==> src/riscv_bus_pkg.sv <==
//////////////////////////////////////////////////
// Bus widths, AHB-Lite encodings and the core-side
// request and response structs of both bridges
//////////////////////////////////////////////////

`default_nettype none

package riscv_bus_pkg;

  //////////////////////////////////////////////////
  // Widths and reset vector
  //////////////////////////////////////////////////
  localparam int XLEN = 32;
  // First fetch address after reset
  localparam logic [XLEN-1:0] PC_INIT = 32'h0000_0200;

  //////////////////////////////////////////////////
  // AHB-Lite encodings
  //////////////////////////////////////////////////
  localparam logic [1:0] HTRANS_IDLE   = 2'b00;
  localparam logic [1:0] HTRANS_NONSEQ = 2'b10;

  localparam logic [2:0] HSIZE_BYTE = 3'b000;
  localparam logic [2:0] HSIZE_HALF = 3'b001;
  localparam logic [2:0] HSIZE_WORD = 3'b010;

  // Single transfers only
  localparam logic [2:0] HBURST_SINGLE = 3'b000;

  // Bit 0 set for data, bit 1 set for privileged
  localparam logic [3:0] HPROT_INSTR = 4'b0010;
  localparam logic [3:0] HPROT_DATA  = 4'b0011;

  // Access size, funct3 encoding of loads and stores
  typedef enum logic [2:0] {
    MEM_BYTE  = 3'b000,
    MEM_HALF  = 3'b001,
    MEM_WORD  = 3'b010,
    MEM_UBYTE = 3'b100,
    MEM_UHALF = 3'b101
  } mem_size_t;

  // Bridge transfer FSM, common to fetch and data side
  typedef enum logic [1:0] {
    ST_IDLE = 2'b00,
    ST_ADDR = 2'b01,
    ST_DATA = 2'b10
  } bus_state_t;

  //////////////////////////////////////////////////
  // Core-side request and response structs
  //////////////////////////////////////////////////
  typedef struct packed {
    logic [XLEN-1:0] addr;
  } fetch_req_t;

  typedef struct packed {
    logic [XLEN-1:0] parcel;
    logic [XLEN-1:0] parcel_pc;
    logic            error;
  } fetch_rsp_t;

  typedef struct packed {
    logic            we;
    mem_size_t       size;
    logic [XLEN-1:0] addr;
    logic [XLEN-1:0] wdata;
  } dmem_req_t;

  typedef struct packed {
    logic [XLEN-1:0] rdata;
    logic            misaligned;
    logic            error;
  } dmem_rsp_t;

endpackage

`default_nettype wire

==> src/riscv_ahb_bus_top.sv <==
//////////////////////////////////////////////////
// Bus interface top, fetch and data bridges on
// the ins and dat AHB-Lite master ports
//////////////////////////////////////////////////

`timescale 1ns/1ps
`default_nettype none

module riscv_ahb_bus_top
  import riscv_bus_pkg::*;
(
  input  logic            HCLK,
  input  logic            rst_n,

  // Core fetch port
  input  logic            fetch_req,
  input  fetch_req_t      fetch_in,
  output logic            fetch_ack,
  output fetch_rsp_t      fetch_out,

  // Core data port
  input  logic            dmem_req,
  input  dmem_req_t       dmem_in,
  output logic            dmem_ack,
  output dmem_rsp_t       dmem_out,

  // Instruction AHB-Lite master
  output logic            ins_HSEL,
  output logic [XLEN-1:0] ins_HADDR,
  output logic [XLEN-1:0] ins_HWDATA,
  input  logic [XLEN-1:0] ins_HRDATA,
  output logic            ins_HWRITE,
  output logic [2:0]      ins_HSIZE,
  output logic [2:0]      ins_HBURST,
  output logic [3:0]      ins_HPROT,
  output logic [1:0]      ins_HTRANS,
  output logic            ins_HMASTLOCK,
  input  logic            ins_HREADY,
  input  logic            ins_HRESP,

  // Data AHB-Lite master
  output logic            dat_HSEL,
  output logic [XLEN-1:0] dat_HADDR,
  output logic [XLEN-1:0] dat_HWDATA,
  input  logic [XLEN-1:0] dat_HRDATA,
  output logic            dat_HWRITE,
  output logic [2:0]      dat_HSIZE,
  output logic [2:0]      dat_HBURST,
  output logic [3:0]      dat_HPROT,
  output logic [1:0]      dat_HTRANS,
  output logic            dat_HMASTLOCK,
  input  logic            dat_HREADY,
  input  logic            dat_HRESP
);

  // Fetch never writes
  assign ins_HWDATA = '0;

  //////////////////////////////////////////////////
  // Instruction fetch bridge
  //////////////////////////////////////////////////
  riscv_ahb_ifetch ifetch (
    .HCLK      ( HCLK          ),
    .rst_n     ( rst_n         ),
    .fetch_req ( fetch_req     ),
    .fetch_in  ( fetch_in      ),
    .fetch_ack ( fetch_ack     ),
    .fetch_out ( fetch_out     ),
    .HSEL      ( ins_HSEL      ),
    .HADDR     ( ins_HADDR     ),
    .HWRITE    ( ins_HWRITE    ),
    .HSIZE     ( ins_HSIZE     ),
    .HBURST    ( ins_HBURST    ),
    .HPROT     ( ins_HPROT     ),
    .HTRANS    ( ins_HTRANS    ),
    .HMASTLOCK ( ins_HMASTLOCK ),
    .HRDATA    ( ins_HRDATA    ),
    .HREADY    ( ins_HREADY    ),
    .HRESP     ( ins_HRESP     )
  );

  //////////////////////////////////////////////////
  // Data memory bridge
  //////////////////////////////////////////////////
  riscv_ahb_dmem dmem (
    .HCLK      ( HCLK          ),
    .rst_n     ( rst_n         ),
    .dmem_req  ( dmem_req      ),
    .dmem_in   ( dmem_in       ),
    .dmem_ack  ( dmem_ack      ),
    .dmem_out  ( dmem_out      ),
    .HSEL      ( dat_HSEL      ),
    .HADDR     ( dat_HADDR     ),
    .HWDATA    ( dat_HWDATA    ),
    .HWRITE    ( dat_HWRITE    ),
    .HSIZE     ( dat_HSIZE     ),
    .HBURST    ( dat_HBURST    ),
    .HPROT     ( dat_HPROT     ),
    .HTRANS    ( dat_HTRANS    ),
    .HMASTLOCK ( dat_HMASTLOCK ),
    .HRDATA    ( dat_HRDATA    ),
    .HREADY    ( dat_HREADY    ),
    .HRESP     ( dat_HRESP     )
  );

endmodule

`default_nettype wire

==> src/riscv_ahb_dmem.sv <==
//////////////////////////////////////////////////
// Data memory bridge with store lane steering,
// load extension and misalignment check
//////////////////////////////////////////////////

`timescale 1ns/1ps
`default_nettype none

module riscv_ahb_dmem
  import riscv_bus_pkg::*;
(
  input  logic            HCLK,
  input  logic            rst_n,

  // Core data port
  input  logic            dmem_req,
  input  dmem_req_t       dmem_in,
  output logic            dmem_ack,
  output dmem_rsp_t       dmem_out,

  // AHB-Lite master
  output logic            HSEL,
  output logic [XLEN-1:0] HADDR,
  output logic [XLEN-1:0] HWDATA,
  output logic            HWRITE,
  output logic [2:0]      HSIZE,
  output logic [2:0]      HBURST,
  output logic [3:0]      HPROT,
  output logic [1:0]      HTRANS,
  output logic            HMASTLOCK,
  input  logic [XLEN-1:0] HRDATA,
  input  logic            HREADY,
  input  logic            HRESP
);

  bus_state_t      state;
  logic            accept;
  logic            start;
  logic            misalign_d;
  logic            data_done;
  logic [2:0]      hsize_d;
  logic [XLEN-1:0] wdata_lanes;

  // Latched transfer attributes
  logic [XLEN-1:0] haddr_q;
  logic [XLEN-1:0] hwdata_q;
  logic [2:0]      hsize_q;
  logic            hwrite_q;
  mem_size_t       size_q;

  // Load path
  logic [7:0]      load_byte;
  logic [15:0]     load_half;
  logic [XLEN-1:0] load_ext;

  // Request taken, whether or not it reaches the bus
  assign accept    = dmem_req && !dmem_ack && (state == ST_IDLE);
  assign start     = accept && !misalign_d;
  assign data_done = (state == ST_DATA) && HREADY;

  //////////////////////////////////////////////////
  // Request decode
  //////////////////////////////////////////////////
  // Natural alignment per access size
  always_comb begin
    case (dmem_in.size)
      MEM_HALF, MEM_UHALF: misalign_d = dmem_in.addr[0];
      MEM_WORD:            misalign_d = |dmem_in.addr[1:0];
      default:             misalign_d = 1'b0;
    endcase
  end

  // HSIZE mapping and store data replicated over all lanes
  always_comb begin
    case (dmem_in.size)
      MEM_BYTE, MEM_UBYTE: begin
        hsize_d     = HSIZE_BYTE;
        wdata_lanes = {(XLEN/8){dmem_in.wdata[7:0]}};
      end
      MEM_HALF, MEM_UHALF: begin
        hsize_d     = HSIZE_HALF;
        wdata_lanes = {(XLEN/16){dmem_in.wdata[15:0]}};
      end
      default: begin
        hsize_d     = HSIZE_WORD;
        wdata_lanes = dmem_in.wdata;
      end
    endcase
  end

  //////////////////////////////////////////////////
  // Transfer FSM
  //////////////////////////////////////////////////
  always_ff @(posedge HCLK) begin
    if (!rst_n) begin
      state    <= ST_IDLE;
      dmem_ack <= 1'b0;
    end else begin
      dmem_ack <= 1'b0;
      case (state)
        ST_IDLE: begin
          if (start) begin
            state <= ST_ADDR;
          end else if (accept) begin
            // Misaligned, answer next cycle without a transfer
            dmem_ack <= 1'b1;
          end
        end
        ST_ADDR: begin
          state <= ST_DATA;
        end
        // Wait states stretch this state
        ST_DATA: begin
          if (HREADY) begin
            state    <= ST_IDLE;
            dmem_ack <= 1'b1;
          end
        end
        default: begin
          state <= ST_IDLE;
        end
      endcase
    end
  end

  //////////////////////////////////////////////////
  // Load lane select and extension
  //////////////////////////////////////////////////
  assign load_byte = HRDATA[8*haddr_q[1:0] +: 8];
  assign load_half = HRDATA[16*haddr_q[1] +: 16];

  always_comb begin
    case (size_q)
      MEM_BYTE:  load_ext = {{(XLEN-8){load_byte[7]}}, load_byte};
      MEM_HALF:  load_ext = {{(XLEN-16){load_half[15]}}, load_half};
      MEM_UBYTE: load_ext = {{(XLEN-8){1'b0}}, load_byte};
      MEM_UHALF: load_ext = {{(XLEN-16){1'b0}}, load_half};
      default:   load_ext = HRDATA;
    endcase
  end

  //////////////////////////////////////////////////
  // Transfer latch and response registers
  //////////////////////////////////////////////////
  always_ff @(posedge HCLK) begin
    if (start) begin
      haddr_q  <= dmem_in.addr;
      hsize_q  <= hsize_d;
      hwrite_q <= dmem_in.we;
      hwdata_q <= wdata_lanes;
      size_q   <= dmem_in.size;
    end

    if (accept && misalign_d) begin
      dmem_out.rdata      <= '0;
      dmem_out.misaligned <= 1'b1;
      dmem_out.error      <= 1'b0;
    end else if (data_done) begin
      // Stores return zero
      dmem_out.rdata      <= hwrite_q ? '0 : load_ext;
      dmem_out.misaligned <= 1'b0;
      dmem_out.error      <= HRESP;
    end
  end

  // Bus outputs
  assign HSEL      = (state == ST_ADDR);
  assign HTRANS    = (state == ST_ADDR) ? HTRANS_NONSEQ : HTRANS_IDLE;
  assign HADDR     = haddr_q;
  assign HWRITE    = hwrite_q;
  assign HSIZE     = hsize_q;
  // Held from accept through the data phase
  assign HWDATA    = hwdata_q;
  assign HBURST    = HBURST_SINGLE;
  assign HPROT     = HPROT_DATA;
  assign HMASTLOCK = 1'b0;

  //////////////////////////////////////////////////
  // Assertions
  //////////////////////////////////////////////////
  // Address phase size and address agree
  assert property (@(posedge HCLK) disable iff (!rst_n)
    (HTRANS == HTRANS_NONSEQ) |->
      ((HSIZE != HSIZE_HALF) || !HADDR[0]) &&
      ((HSIZE != HSIZE_WORD) || (HADDR[1:0] == 2'b00)));

  // Misaligned request answered with no address phase
  assert property (@(posedge HCLK) disable iff (!rst_n)
    (accept && misalign_d) |=>
      (HTRANS == HTRANS_IDLE) && dmem_ack && dmem_out.misaligned);

endmodule

`default_nettype wire

==> src/riscv_ahb_ifetch.sv <==
//////////////////////////////////////////////////
// Instruction fetch bridge, core fetch requests
// to single-word AHB-Lite reads
//////////////////////////////////////////////////

`timescale 1ns/1ps
`default_nettype none

module riscv_ahb_ifetch
  import riscv_bus_pkg::*;
(
  input  logic            HCLK,
  input  logic            rst_n,

  // Core fetch port
  input  logic            fetch_req,
  input  fetch_req_t      fetch_in,
  output logic            fetch_ack,
  output fetch_rsp_t      fetch_out,

  // AHB-Lite master, read only
  output logic            HSEL,
  output logic [XLEN-1:0] HADDR,
  output logic            HWRITE,
  output logic [2:0]      HSIZE,
  output logic [2:0]      HBURST,
  output logic [3:0]      HPROT,
  output logic [1:0]      HTRANS,
  output logic            HMASTLOCK,
  input  logic [XLEN-1:0] HRDATA,
  input  logic            HREADY,
  input  logic            HRESP
);

  bus_state_t      state;
  logic            start;
  logic            data_done;
  logic [XLEN-1:0] haddr_q;

  // Ignore req in the ack cycle, the requester may still hold it
  assign start     = fetch_req && !fetch_ack && (state == ST_IDLE);
  // Data phase closes on the first edge with HREADY high
  assign data_done = (state == ST_DATA) && HREADY;

  //////////////////////////////////////////////////
  // Transfer FSM
  //////////////////////////////////////////////////
  always_ff @(posedge HCLK) begin
    if (!rst_n) begin
      state     <= ST_IDLE;
      fetch_ack <= 1'b0;
    end else begin
      // Ack is a single-cycle pulse
      fetch_ack <= 1'b0;
      case (state)
        ST_IDLE: begin
          if (start) begin
            state <= ST_ADDR;
          end
        end
        // One address phase cycle, sole master so no wait here
        ST_ADDR: begin
          state <= ST_DATA;
        end
        ST_DATA: begin
          if (HREADY) begin
            state     <= ST_IDLE;
            fetch_ack <= 1'b1;
          end
        end
        default: begin
          state <= ST_IDLE;
        end
      endcase
    end
  end

  //////////////////////////////////////////////////
  // Address latch and response registers
  //////////////////////////////////////////////////
  always_ff @(posedge HCLK) begin
    // Fetch always word aligned
    if (start) begin
      haddr_q <= {fetch_in.addr[XLEN-1:2], 2'b00};
    end
    // Parcel, its address and the slave response
    if (data_done) begin
      fetch_out.parcel    <= HRDATA;
      fetch_out.parcel_pc <= haddr_q;
      fetch_out.error     <= HRESP;
    end
  end

  // Address phase decoded straight from state
  assign HSEL      = (state == ST_ADDR);
  assign HTRANS    = (state == ST_ADDR) ? HTRANS_NONSEQ : HTRANS_IDLE;
  assign HADDR     = haddr_q;
  assign HWRITE    = 1'b0;
  assign HSIZE     = HSIZE_WORD;
  assign HBURST    = HBURST_SINGLE;
  assign HPROT     = HPROT_INSTR;
  assign HMASTLOCK = 1'b0;

  //////////////////////////////////////////////////
  // Assertions
  //////////////////////////////////////////////////
  // A stalled data phase holds its address, with no new transfer and no ack
  assert property (@(posedge HCLK) disable iff (!rst_n)
    (state == ST_DATA && !HREADY) |=>
      (HTRANS != HTRANS_NONSEQ) && !fetch_ack && $stable(HADDR));

  // Ack never lasts past one cycle
  assert property (@(posedge HCLK) disable iff (!rst_n)
    fetch_ack |=> !fetch_ack);

endmodule

`default_nettype wire

==> config.mk <==
export PLATFORM = sky130hd
export DESIGN_NAME = riscv_ahb_bus_top
export DESIGN_NICKNAME = d
export VERILOG_FILES = /design/src/riscv_bus_pkg.sv /design/src/riscv_ahb_bus_top.sv /design/src/riscv_ahb_dmem.sv /design/src/riscv_ahb_ifetch.sv
export SDC_FILE = /design/constraint.sdc
export NUM_CORES = 1
export LEC_CHECK = 0
export BUFFER_PORTS_ARGS = -buffer_cell sky130_fd_sc_hd__buf_4
export CAP_MARGIN = 30
export CORE_AREA = 2 2 170 172
export DETAILED_ROUTE_END_ITERATION = 8
export DIE_AREA = 0 0 172 174
export MAX_ROUTING_LAYER = met4
export SYNTH_ARGS = -nofsm -noshare
export SYNTH_HDL_FRONTEND = slang
export SYNTH_SLANG_ARGS = --single-unit
export TNS_END_PERCENT = 1
==> constraint.sdc <==
create_clock -name HCLK -period 5.4 [get_ports HCLK]
set_clock_uncertainty 0.1 [all_clocks]
set_input_delay 0.54 -clock HCLK [delete_from_list [all_inputs] [get_ports HCLK]]
set_output_delay 0.54 -clock HCLK [all_outputs]
set_load 0.02 [all_outputs]
==> run_results.csv <==
group,metric,value,unit
cts,root_buffer,"clkbuf_16",
detailed_routing,post_drt_wl_per_cell,17.2,um
timing,slew_headroom,33.0,%
power_and_ir_drop,vdd_drop_max,0.216,mV
detailed_routing,postRouteAntennaNets,0,
cts,clkTransAtPathRegs,0.06,ns
worst_setup_path,cp-start-kind,"flip-flop",
grt,antenna_found_initial,1,
synth,syn_area,7620,um2
worst_setup_path,slowest_delay,0.70,ns
placed_design,dp.cells,1196,
min_path,hp-class,"in2reg",
layout,nets,1010,
worst_setup_path,critPathRequiredTime,5.43,ns
worst_setup_path,crit_fanout,71,
worst_setup_path,worstSetupPathType,"reg2reg",
layout,regArea,5700,um2
power_and_ir_drop,leakagePower,4.76,nW
timing,finalHoldWorstSlack,0.0919,ns
run_status,outcome,"finished clean",
floorplan,die_h,174,um
grt,grt_pass1_vias,4952,
cts,cts_buffers,24,
timing,timing_max_transition_violations_final,0,
floorplan,start_util,27.0,%
worst_setup_path,rrSetupSlack,2.92,ns
layout,final_util,40.3,%
synth,synth_cells,463,
placed_design,place_hpwl,16300,um
detailed_routing,drt_iter0_markers,262,
cts,cts.sinks,203,
timing,rsz0062_at_grt,"no",
run,cap_violations,0,
power_and_ir_drop,p_per_area,358,nW/um2
floorplan,placementRows,62,
worst_setup_path,path_cells,"nor4b_4 -> inv_1 -> nor2_4 -> buf_4",
detailed_routing,vias,5143,
detailed_routing,drc,0,
timing,tightest_slew,1.00,ns
synth,ys_warn_count,0,
synth,yosysSeqAreaShare,74.7,%
grt,grt-ovfl-total,0,
cts,insertion_delay,0.52,ns
synth,postSynthAreaPerCell,16.5,um2
layout,drive_above_1_share,51.0,%
layout,multiInputGateArea,1580,um2
cts,tritoncts,"built",
worst_setup_path,critical_path.endpoint_type,"flip-flop",
grt,grt.total_usage,13.6,%
floorplan,pin_count,431,
cts,clockBufferDepth,3,
detailed_routing,avgViaCountPerCell,4.15,
grt,grt_max_degree,72,
floorplan,dieArea,29900,um2
timing,fmax,403,MHz
detailed_routing,first_pass_iters,6,
timing,setup_viol,0,
worst_setup_path,worstPathArrival,2.52,ns
placed_design,place_congestion,0.821,
cts,htree_levels,1,
synth,ys_types,47,
layout,syn_to_final_growth,49.3,%
cts,cts_hold_buf,0,
timing,hold_viol,0,
detailed_routing,wl,21300,um
cts,post-cts-setup-buffer-count,0,
placed_design,port-buffer-count,369,
layout,fillCellCount,2726,
layout,instances_no_fill,1240,
synth,synth-seq-cells,203,
grt,grt_pass1_wl,30200,um
floorplan,fp.coreArea,28200,um2
timing,layout_min_cycle_time,2.48,ns
cts,post_cts_resized,0,
worst_setup_path,cp_slowest_cell,"buf_4",
floorplan,die_w,172,um
timing,setup_tns,0,ns
timing,period_share,46.0,%
cell usage after synthesis (all sizes together):
library cell	count	area [um2]
nor3	3	20.0
nand2	16	60.1
a21oi	2	10.0
and4bb	1	12.5
buf	72	536
nor2b	4	25.0
o21ai	25	125
and2	3	18.8
a21boi	8	63.8
conb	2	7.51
inv	4	15.0
a2111oi	1	15.0
and3	1	6.26
dfxtp	40	801
or2	2	12.5
a221o	17	170
mux2i	12	120
o21a	2	15.0
a21o	1	7.51
and3b	1	8.76
nor4	2	12.5
a221oi	1	8.76
nor2	4	15.0
nor4b	2	32.5
o2bb2ai	15	131
nor3b	4	30.0
o22ai	7	43.8
a32o	1	11.3
clkbuf	8	30.0
nand3	7	35.0
mux4	1	22.5
and2b	1	7.51
nand2b	8	50.1
nand3b	2	27.5
mux2	17	191
a22o	3	26.3
edfxtp	163	4890
final timing paths:
path | from | to | depth (start not counted)
max | dmem.state[1] | dmem.HADDR[28] | 4
min | ins_HRDATA[25] | ifetch.fetch_out[58] | 1
max reg2reg | dmem.state[1] | dmem.HADDR[28] | 4
min reg2reg | ifetch.HADDR[31] | ifetch.fetch_out[32] | 0
cell families after synthesis:
| group | Yosys count | share of synthesized area, % |
|---|---|---|
| DFF | 203 | 74.7 |
| buffers and inverters | 84 | 7.62 |
| AOI/OAI and AO/OA | 83 | 8.24 |
| muxes | 30 | 4.38 |
| other | 2 | 0.0986 |
| and+or+nand+nor | 61 | 4.91 |
layer usage:
layer	wire, um	vias to the layer above	GRT usage (%)
met1	8060	2451	16.1
met2	10500	262	22.3
met3	2300	31	4.55
li1	-	2399	-
met5	0	-	-
met4	487	0	3.54
stage by stage:
stage	setup WS (ns)	power, mW	instance area (um2)
global placement	2.80	2.46	10600
finish	2.92	4.08	11400
floorplan	0.805	2.20	7830
global route	2.79	4.24	11400
detailed placement	2.76	2.47	10600
CTS	2.92	4.14	11400
cell type report:
type	instances	area share (%)
clock inverters	19	1.87
diodes	1	0.0220
flip-flops and latches	203	50.0
inverters	4	0.132
multi-input cells	233	13.9
well taps	384	4.22
repair buffers	372	24.5
clock buffers	24	5.28
flip-flops by register name, summed over array words and instances, names as in the netlist:
name              count
ifetch.fetch_out     63
dmem.dmem_out        34
dmem.HADDR           32
dmem.HWDATA          32
ifetch.HADDR         30
dmem.size_q           3
dmem.HSIZE            2
dmem.state            2
ifetch.state          2
dmem.HWRITE           1
dmem.dmem_ack         1
ifetch.fetch_ack      1
worst max-delay path, delay by kind of cell, from the launching register on:
family / cells / cell delay (ns)
buffers and inverters: 2 / 0.85
flip-flops: 1 / 0.38
AND/OR/NAND/NOR: 2 / 0.67
report_power, final:
part	total, mW	leakage, nW	internal (mW)	switching (mW)
combinational	0.565	2.53	0.249	0.316
sequential	1.87	1.85	1.81	0.0530
clock	1.65	0.389	1.00	0.644
total	4.08	4.76	3.07	1.01
cells in the final DEF, fill, tap and decap left out, drive strengths merged, types with 3 or more instances in the layout:
| cell | netlist | routed |
|---|---|---|
| buf | 72 | 372 |
| edfxtp | 163 | 163 |
| conb | 2 | 59 |
| dfxtp | 40 | 40 |
| o21ai | 25 | 25 |
| clkbuf | 8 | 24 |
| mux2 | 17 | 17 |
| a221o | 17 | 17 |
| nand2 | 16 | 16 |
| o2bb2ai | 15 | 15 |
| mux2i | 12 | 12 |
| clkinv | 0 | 12 |
| nand2b | 8 | 8 |
| a21boi | 8 | 8 |
| nand3 | 7 | 7 |
| o22ai | 7 | 7 |
| inv | 4 | 5 |
| nor2b | 4 | 4 |
| nor3b | 4 | 4 |
| bufinv | 0 | 4 |
| nor2 | 4 | 4 |
| and2 | 3 | 3 |
| a22o | 3 | 3 |
| nor3 | 3 | 3 |
No activity file was read; power rests on OpenSTA's default activity.
